**src/hdl/rs5_pkg.sv**
```systemverilog
//////////////////////////////////////////////////////////////////////
// shared types for the rv32i execute slice.
// data word, register index and instruction word types,
// rv32i major opcodes, register count and the alu operation enum.
//////////////////////////////////////////////////////////////////////

`default_nettype none

package rs5_pkg;

    // widths with a meaning of their own.
    typedef logic [31:0] word_t;      // register contents, operands, results.
    typedef logic [4:0]  reg_addr_t;  // register index, x0..x31.
    typedef logic [31:0] instr_t;     // raw instruction word.

    // number of architectural registers.
    localparam int NUM_REGS = 32;

    // rv32i major opcodes, bits 6:0 of the instruction.
    localparam logic [6:0] OPCODE_OP     = 7'b0110011;  // register-register.
    localparam logic [6:0] OPCODE_OP_IMM = 7'b0010011;  // register-immediate.
    localparam logic [6:0] OPCODE_LUI    = 7'b0110111;  // load upper immediate.

    // operations the alu knows.
    // encoding follows funct3 order for the base set, pass_b sits on top.
    typedef enum logic [3:0] {
        ALU_ADD    = 4'd0,
        ALU_SUB    = 4'd1,
        ALU_SLL    = 4'd2,
        ALU_SLT    = 4'd3,
        ALU_SLTU   = 4'd4,
        ALU_XOR    = 4'd5,
        ALU_SRL    = 4'd6,
        ALU_SRA    = 4'd7,
        ALU_OR     = 4'd8,
        ALU_AND    = 4'd9,
        ALU_PASS_B = 4'd10   // operand b straight through, for lui.
    } alu_op_e;

endpackage

`default_nettype wire

```
**src/hdl/exec_if.sv**
```systemverilog
//////////////////////////////////////////////////////////////////////
// decoder to execute stage connection.
// one-cycle valid strobe qualifies op, rd and both operands.
//////////////////////////////////////////////////////////////////////

`timescale 1ns/1ps
`default_nettype none

interface exec_if
    import rs5_pkg::*;
();

    logic      valid;      // one strobe per decoded instruction.
    alu_op_e   op;         // what the alu should do.
    reg_addr_t rd;         // destination register.
    word_t     operand_a;  // rs1 value, forwarded when needed.
    word_t     operand_b;  // rs2 value or immediate.

    // decoder side, everything is driven from registers.
    modport decode_mp (output valid, op, rd, operand_a, operand_b);

    // execute side only reads.
    modport execute_mp (input valid, op, rd, operand_a, operand_b);

endinterface

`default_nettype wire

```
**src/hdl/regbank.sv**
```systemverilog
//////////////////////////////////////////////////////////////////////
// register bank, 32 registers of 32 bits.
// two combinational read ports, one synchronous write port.
// x0 is a constant zero.
//////////////////////////////////////////////////////////////////////

`timescale 1ns/1ps
`default_nettype none

module regbank
    import rs5_pkg::*;
(
    input  wire logic      clk,
    input  wire logic      reset,

    input  wire reg_addr_t rs1_i,     // read port 1 index.
    input  wire reg_addr_t rs2_i,     // read port 2 index.
    input  wire reg_addr_t rd_i,      // write index.
    input  wire logic      enable_i,  // write strobe.
    input  wire word_t     data_i,    // write data.
    output      word_t     data1_o,   // read port 1 data.
    output      word_t     data2_o    // read port 2 data.
);

    word_t regfile [NUM_REGS];

    // x0 never stores anything, so writes aimed at it vanish here.
    assign regfile[0] = '0;

    // reads are plain muxes on the array.
    assign data1_o = regfile[rs1_i];
    assign data2_o = regfile[rs2_i];

    // one write decoder per register, x1 and up.
    for (genvar i = 1; i < NUM_REGS; i++) begin : gen_regfile
        always_ff @(posedge clk) begin
            if (reset) begin
                regfile[i] <= '0;                   // all registers read zero after reset.
            end else if (enable_i && rd_i == reg_addr_t'(i)) begin
                regfile[i] <= data_i;
            end
        end
    end

endmodule

`default_nettype wire

```
**src/hdl/decoder.sv**
```systemverilog
//////////////////////////////////////////////////////////////////////
// instruction decoder for the op, op-imm and lui groups.
// field extraction, immediates, alu op mapping, operand forwarding
// from execute, illegal detection and the decode pipeline register.
//////////////////////////////////////////////////////////////////////

`timescale 1ns/1ps
`default_nettype none

module decoder
    import rs5_pkg::*;
(
    input  wire logic      clk,
    input  wire logic      reset,

    input  wire logic      instr_valid_i,  // one-cycle instruction strobe.
    input  wire instr_t    instr_i,

    output      reg_addr_t rf_rs1_o,       // regbank read addresses.
    output      reg_addr_t rf_rs2_o,
    input  wire word_t     rf_data1_i,     // regbank read data.
    input  wire word_t     rf_data2_i,
    input  wire word_t     fwd_result_i,   // alu result of the instruction in execute.

    output      logic      illegal_o,      // pulse for an unsupported opcode.

    exec_if.decode_mp      ex
);

    logic [6:0] opcode;
    logic [2:0] funct3;
    logic       alt;           // funct7 bit 5 (instruction bit 30).
    reg_addr_t  rs1;
    reg_addr_t  rs2;
    reg_addr_t  rd;
    word_t      imm_i;
    word_t      imm_u;
    word_t      shamt;
    word_t      src1;
    word_t      src2;
    logic       legal;
    alu_op_e    alu_op;
    word_t      op_a;
    word_t      op_b;

    // funct3 to alu op mapping shared by op and op-imm.
    // alt_ok is low for op-imm so addi never turns into a sub.
    function automatic alu_op_e map_funct(input logic [2:0] f3, input logic alt_bit,
                                          input logic alt_ok);
        alu_op_e op;
        case (f3)
            3'b000:  op = (alt_bit && alt_ok) ? ALU_SUB : ALU_ADD;
            3'b001:  op = ALU_SLL;
            3'b010:  op = ALU_SLT;
            3'b011:  op = ALU_SLTU;
            3'b100:  op = ALU_XOR;
            3'b101:  op = alt_bit ? ALU_SRA : ALU_SRL;   // srai also carries bit 30.
            3'b110:  op = ALU_OR;
            default: op = ALU_AND;
        endcase
        return op;
    endfunction

    // fixed rv32i field positions.
    assign opcode = instr_i[6:0];
    assign rd     = instr_i[11:7];
    assign funct3 = instr_i[14:12];
    assign rs1    = instr_i[19:15];
    assign rs2    = instr_i[24:20];
    assign alt    = instr_i[30];

    // immediates.
    assign imm_i = {{20{instr_i[31]}}, instr_i[31:20]};   // sign extended i-type.
    assign imm_u = {instr_i[31:12], 12'b0};               // u-type for lui.
    assign shamt = {27'b0, instr_i[24:20]};               // shift amount in the low five bits.

    assign rf_rs1_o = rs1;
    assign rf_rs2_o = rs2;

    // the execute result bypasses the bank it has not reached yet.
    // x0 never forwards since its write is dropped.
    assign src1 = (ex.valid && ex.rd != '0 && ex.rd == rs1) ? fwd_result_i : rf_data1_i;
    assign src2 = (ex.valid && ex.rd != '0 && ex.rd == rs2) ? fwd_result_i : rf_data2_i;

    // decode.
    always_comb begin
        legal  = 1'b1;
        alu_op = ALU_ADD;
        op_a   = src1;
        op_b   = src2;
        case (opcode)
            OPCODE_OP: begin
                alu_op = map_funct(funct3, alt, 1'b1);
            end
            OPCODE_OP_IMM: begin
                alu_op = map_funct(funct3, alt, 1'b0);
                // shifts take the rs2 field as amount and the rest the full immediate.
                op_b   = (funct3 == 3'b001 || funct3 == 3'b101) ? shamt : imm_i;
            end
            OPCODE_LUI: begin
                alu_op = ALU_PASS_B;
                op_a   = '0;            // rs1 bits belong to the immediate here.
                op_b   = imm_u;
            end
            default: begin
                legal = 1'b0;           // anything else is a no-op with a flag.
            end
        endcase
    end

    // control half of the pipeline register.
    always_ff @(posedge clk) begin
        if (reset) begin
            ex.valid  <= 1'b0;
            illegal_o <= 1'b0;
        end else begin
            ex.valid  <= instr_valid_i && legal;
            illegal_o <= instr_valid_i && !legal;
        end
    end

    // payload half is only meaningful under ex.valid.
    always_ff @(posedge clk) begin
        if (instr_valid_i) begin
            ex.op        <= alu_op;
            ex.rd        <= rd;
            ex.operand_a <= op_a;
            ex.operand_b <= op_b;
        end
    end

endmodule

`default_nettype wire

```
**src/hdl/execute.sv**
```systemverilog
//////////////////////////////////////////////////////////////////////
// execute stage.
// combinational alu on the decoded operands and a registered
// writeback report of valid, rd and result.
//////////////////////////////////////////////////////////////////////

`timescale 1ns/1ps
`default_nettype none

module execute
    import rs5_pkg::*;
(
    input  wire logic      clk,
    input  wire logic      reset,

    exec_if.execute_mp     ex,

    output      word_t     result_o,    // alu output, to bank and forwarding.
    output      logic      wb_valid_o,  // write report, one cycle after execute.
    output      reg_addr_t wb_rd_o,
    output      word_t     wb_data_o
);

    logic [4:0] shamt;
    logic       lt_signed;
    logic       lt_unsigned;

    assign shamt       = ex.operand_b[4:0];   // shifts only look at five bits.
    assign lt_signed   = $signed(ex.operand_a) < $signed(ex.operand_b);
    assign lt_unsigned = ex.operand_a < ex.operand_b;

    // alu.
    always_comb begin
        case (ex.op)
            ALU_ADD:    result_o = ex.operand_a + ex.operand_b;
            ALU_SUB:    result_o = ex.operand_a - ex.operand_b;
            ALU_SLL:    result_o = ex.operand_a << shamt;
            ALU_SLT:    result_o = {31'b0, lt_signed};
            ALU_SLTU:   result_o = {31'b0, lt_unsigned};
            ALU_XOR:    result_o = ex.operand_a ^ ex.operand_b;
            ALU_SRL:    result_o = ex.operand_a >> shamt;
            ALU_SRA:    result_o = word_t'($signed(ex.operand_a) >>> shamt);   // sign fill.
            ALU_OR:     result_o = ex.operand_a | ex.operand_b;
            ALU_AND:    result_o = ex.operand_a & ex.operand_b;
            ALU_PASS_B: result_o = ex.operand_b;     // lui.
            default:    result_o = '0;
        endcase
    end

    // writeback report, mirrors the bank write of the same edge.
    always_ff @(posedge clk) begin
        if (reset) begin
            wb_valid_o <= 1'b0;
        end else begin
            wb_valid_o <= ex.valid;
        end
    end

    // report payload.
    always_ff @(posedge clk) begin
        if (ex.valid) begin
            wb_rd_o   <= ex.rd;      // rd 0 is reported even though the bank drops it.
            wb_data_o <= result_o;
        end
    end

endmodule

`default_nettype wire

```
**src/hdl/rs5_exec_top.sv**
```systemverilog
//////////////////////////////////////////////////////////////////////
// top level of the execute slice.
// decoder, register bank and execute stage, joined by exec_if
// and the bank read, write and forwarding wires.
//////////////////////////////////////////////////////////////////////

`timescale 1ns/1ps
`default_nettype none

module rs5_exec_top
    import rs5_pkg::*;
(
    input  wire logic      clk,
    input  wire logic      reset,

    input  wire logic      instr_valid_i,  // one instruction per strobe.
    input  wire instr_t    instr_i,

    output      logic      illegal_o,      // unsupported opcode seen.
    output      logic      wb_valid_o,     // register write report.
    output      reg_addr_t wb_rd_o,
    output      word_t     wb_data_o
);

    reg_addr_t rf_rs1;
    reg_addr_t rf_rs2;
    word_t     rf_data1;
    word_t     rf_data2;
    word_t     result;      // execute result, written back and forwarded.

    exec_if i_exec_if ();

    decoder i_decoder (
        .clk           (clk),
        .reset         (reset),
        .instr_valid_i (instr_valid_i),
        .instr_i       (instr_i),
        .rf_rs1_o      (rf_rs1),
        .rf_rs2_o      (rf_rs2),
        .rf_data1_i    (rf_data1),
        .rf_data2_i    (rf_data2),
        .fwd_result_i  (result),
        .illegal_o     (illegal_o),
        .ex            (i_exec_if)
    );

    // the bank writes whatever execute holds under a valid strobe.
    regbank i_regbank (
        .clk      (clk),
        .reset    (reset),
        .rs1_i    (rf_rs1),
        .rs2_i    (rf_rs2),
        .rd_i     (i_exec_if.rd),
        .enable_i (i_exec_if.valid),
        .data_i   (result),
        .data1_o  (rf_data1),
        .data2_o  (rf_data2)
    );

    execute i_execute (
        .clk        (clk),
        .reset      (reset),
        .ex         (i_exec_if),
        .result_o   (result),
        .wb_valid_o (wb_valid_o),
        .wb_rd_o    (wb_rd_o),
        .wb_data_o  (wb_data_o)
    );

endmodule

`default_nettype wire

```
**config.mk**
```make
export PLATFORM = sky130hd
export DESIGN_NAME = rs5_exec_top
export DESIGN_NICKNAME = d
export VERILOG_FILES = /design/src/hdl/rs5_pkg.sv /design/src/hdl/exec_if.sv /design/src/hdl/regbank.sv /design/src/hdl/decoder.sv /design/src/hdl/execute.sv /design/src/hdl/rs5_exec_top.sv
export SDC_FILE = /design/constraint.sdc
export NUM_CORES = 2
export LEC_CHECK = 0
export BUFFER_PORTS_ARGS = -buffer_cell sky130_fd_sc_hd__buf_4
export CAP_MARGIN = 20
export CORE_MARGIN = 5
export CORE_UTILIZATION = 47
export DETAILED_ROUTE_END_ITERATION = 12
export SKIP_LAST_GASP = 1
export SYNTH_ARGS = -nofsm -noshare
export SYNTH_HDL_FRONTEND = slang
export SYNTH_SLANG_ARGS = --single-unit
```
**constraint.sdc**
```tcl
create_clock -name clk -period 4.5 [get_ports clk]
set_input_delay 0.9 -clock clk [delete_from_list [all_inputs] [get_ports clk]]
set_output_delay 0.9 -clock clk [all_outputs]
set_load 0.01 [all_outputs]
```
==> results.toml <==
[cts]
cts.sinks = 1105
clockRootBuffer = "clkbuf_16"
clk_pin_slew_ns = 0.06
h-tree-depth = 3
cts.path.max_buffers = 3
clk_latency_ns = 0.77
cts_buffers = 116
cts.repair.resized = 0
cts_hold_buffers = 0
post-cts-setup-buffer-count = 0
cts_tree = "built"

[synthesis]
synthSimpleGateAreaFrac = 0.103
syn_nets = 6292
syn_inst = 6151
synth_top_area_frac = 0.311
synth-compound-area-share = 0.189
netlist_top_cells_count = "1195 x nor2_1, 995 x dfxtp_1, 970 x a211oi_1"
ys_seq_area_frac = 0.362
yosysWarnings = 0
synth-xor-area-share = 0.00301
post_synth_instance_area_um2 = 64100
yosysMostFrequentCell = "nor2_1"
netlist-cell-type-count = 109
syn_area_per_cell_um2 = 10.4
yosysTopAreaCell = "dfxtp_1"
synth_top_family_by_area = "multiplexers"
synth_fa_ha_area_frac = 0.0209
synth_edf_count = 110
muxShareOfSynthArea = 0.262
synthTopCellsByArea = "dfxtp_1 31%, mux4_2 22%, a211oi_1 11%, nor2_1 7.0%, edfxtp_1 5.2%"
async_flop_share = 0
synthFlopType = "dfxtp_1"
ys_ff_latch = 1105

[setup_path]
critPathKind = "reg -> reg"
path_cells = "and4b_1 > nand2_2 > a211oi_1 > o21ai_0 > o311ai_1 > buf_4 > nor3_1 > or4_1 > a21boi_2 > buf_12 > a211oi_1"
r2r-end = "i_regbank.regfile[698]"
cp.required_ns = 5.16
cp.arrival_ns = 4.97
crit_top_cell = "a211oi_1"
critPathCaptureType = "register"
ff2ff_setup_slack_ns = 0.19
r2r_start = "i_decoder.ex.op[0]"
r2r_cells = 11
critical_path.max_fanout = 31
cp_slowest_cell = "edfxtp_1"
crit_buf_inv = 2
max_stage_delay_ns = 0.80
cp_top_family = "compound AO/OA/AOI/OAI gates"
cp-start-kind = "register"

[status]
outcome = "completed"

[finish]
finish.utilization = 0.531
syn_to_final_growth_pct = 12.2
fin_area_um2 = 71900
final_cells = 7899
fin_nets = 6152
drive_above_1_share = 0.243

[detailed_routing]
dr_total_vias = 53300
wl_per_cell_um = 31.6
drt_iter0_markers = 6693
drtAntennaViolNets = 0
wirelength_um = 250000
first_pass_iters = 8
drc_errors = 0
vias_per_cell = 6.74

[global_route]
grt_max_degree = 143
antenna_found_initial = 3
use_met1 = 0.481
busiest_layer = "met2"
grt_usage = 0.342
met2_usage = 0.517
grt_overflow = 0
grt_use_met3 = 0.0626
grt_pass1_wl_um = 362000
grt_pass1_vias = 50400

[sta]
finalSetupTns_ns = 0
finalMaxSlewViolations = 0
rsz0062_at_grt = "false"
finalCritPeriodShare = 0.958
setup_viol = 0
slew_headroom = 0.206
fin_skew_ns = 0.0710
worst_slack_ns = 0.191
tightest_slew_ns = 1.19
min_period_ns = 4.31
clock.fmax_mhz = 232
hold_viol = 0

[min_path]
min_path_type = "in -> reg"
worstHoldStart = "instr_i[8]"
holdPathStages = 1
hold_end = "i_decoder.ex.rd[1]"

[placement]
dp.cells = 7674
io_buffers = 73
place_area_um2 = 67900
place_ws_ns = 0.251
routabilityCongestion = 1.03
dp_hpwl_um = 163000

[floorplanning]
initial_utilization = 0.473
rows = 135
core-area_um2 = 135000
die_y_um = 379
pin_count = 74
die_w_um = 379
dieArea_um2 = 144000

[run]
maxCapViolCount = 0

[power_and_ir_drop]
peakVddDrop_v = 0.000332
p_leak_nw = 23.8
power_density_nw_per_um2 = 319
## worst max-delay path by stage
stage / from / end / slack (ns) / cells past startpoint
3_5_place_dp: i_decoder.ex.op[0] / i_regbank.regfile[922] / 0.25 / 11
3_3_place_gp: i_decoder.ex.op[0] / i_regbank.regfile[954] / 0.22 / 11
4_1_cts: i_decoder.ex.op[0] / i_regbank.regfile[762] / 0.23 / 11
6_report: i_decoder.ex.op[0] / i_regbank.regfile[698] / 0.19 / 11
2_1_floorplan: i_decoder.ex.operand_b[2] / i_decoder.ex.operand_b[28] / 0.25 / 17
5_1_grt: i_decoder.ex.op[0] / i_regbank.regfile[538] / 0.10 / 11
## metal layers
| metal | routed length [um] | vias to the layer above |
|---|---|---|
| met5 | 13 | - |
| met4 | 13200 | 2 |
| met3 | 23600 | 533 |
| met2 | 110000 | 2771 |
| met1 | 103000 | 26600 |
| li1 | - | 23300 |
## per-stage QoR
stage               power [W]  hold WS, ns
detailed placement     0.0130        0.480
finish                 0.0229        0.322
CTS                    0.0230        0.271
floorplan              0.0119        0.424
global placement       0.0130        0.471
global route           0.0236        0.303
## area by class of cell
class / count / area, um^2
Multi-Input combinational cell: 4213 / 37500
Clock buffer: 164 / 3370
Tap cell: 1781 / 2230
Inverter: 132 / 495
Clock inverter: 58 / 618
Timing Repair Buffer: 443 / 4480
Antenna cell: 3 / 7.51
Fill cell: 12000 / 63500
Sequential cell: 1105 / 23200
## logic make-up (layout without fill, tap and decap cells)
family | count (synthesis) | in the layout
other cells | 0 | 3
compound gates | 1620 | 1620
mux | 865 | 865
xor+xnor | 22 | 22
fa+ha+maj | 106 | 106
simple gates | 1600 | 1600
flops | 1105 | 1105
buf+inv | 833 | 797
## state kept, by name, summed over array words and instances, names as in the netlist
register,flops
i_execute.wb_rd_o,5
i_decoder.ex.operand_b,32
i_decoder.ex.rd,5
i_execute.wb_data_o,32
i_decoder.ex.valid,1
i_decoder.illegal_o,1
i_regbank.regfile,992
i_decoder.ex.op,4
i_execute.wb_valid_o,1
i_decoder.ex.operand_a,32
## layout by cell type, fill, tap and decap left out, drive strengths merged, types with 22 or more instances in the layout
cell    synthesis  final
o211ai         28     28
nor2b          22     22
clkbuf        379    164
nand3          52     52
inv           128    134
o21ai         117    117
o221ai         32     32
clkinv          4     42
a21oi         147    147
edfxtp        110    110
mux2i         126    126
nor2         1198   1198
nand2         161    161
ha            104    104
buf           275    443
a211oi        999    999
a22o           71     71
nor3           52     52
mux4          637    637
mux2          102    102
dfxtp         995    995
## power breakdown
part           total [W]  switching, W  internal, W
clock network     0.0100       0.00434      0.00570
registers         0.0100     0.0000565      0.00997
logic            0.00285       0.00192     0.000927
total             0.0229       0.00632       0.0166
Power figures use the tool's default switching activity.
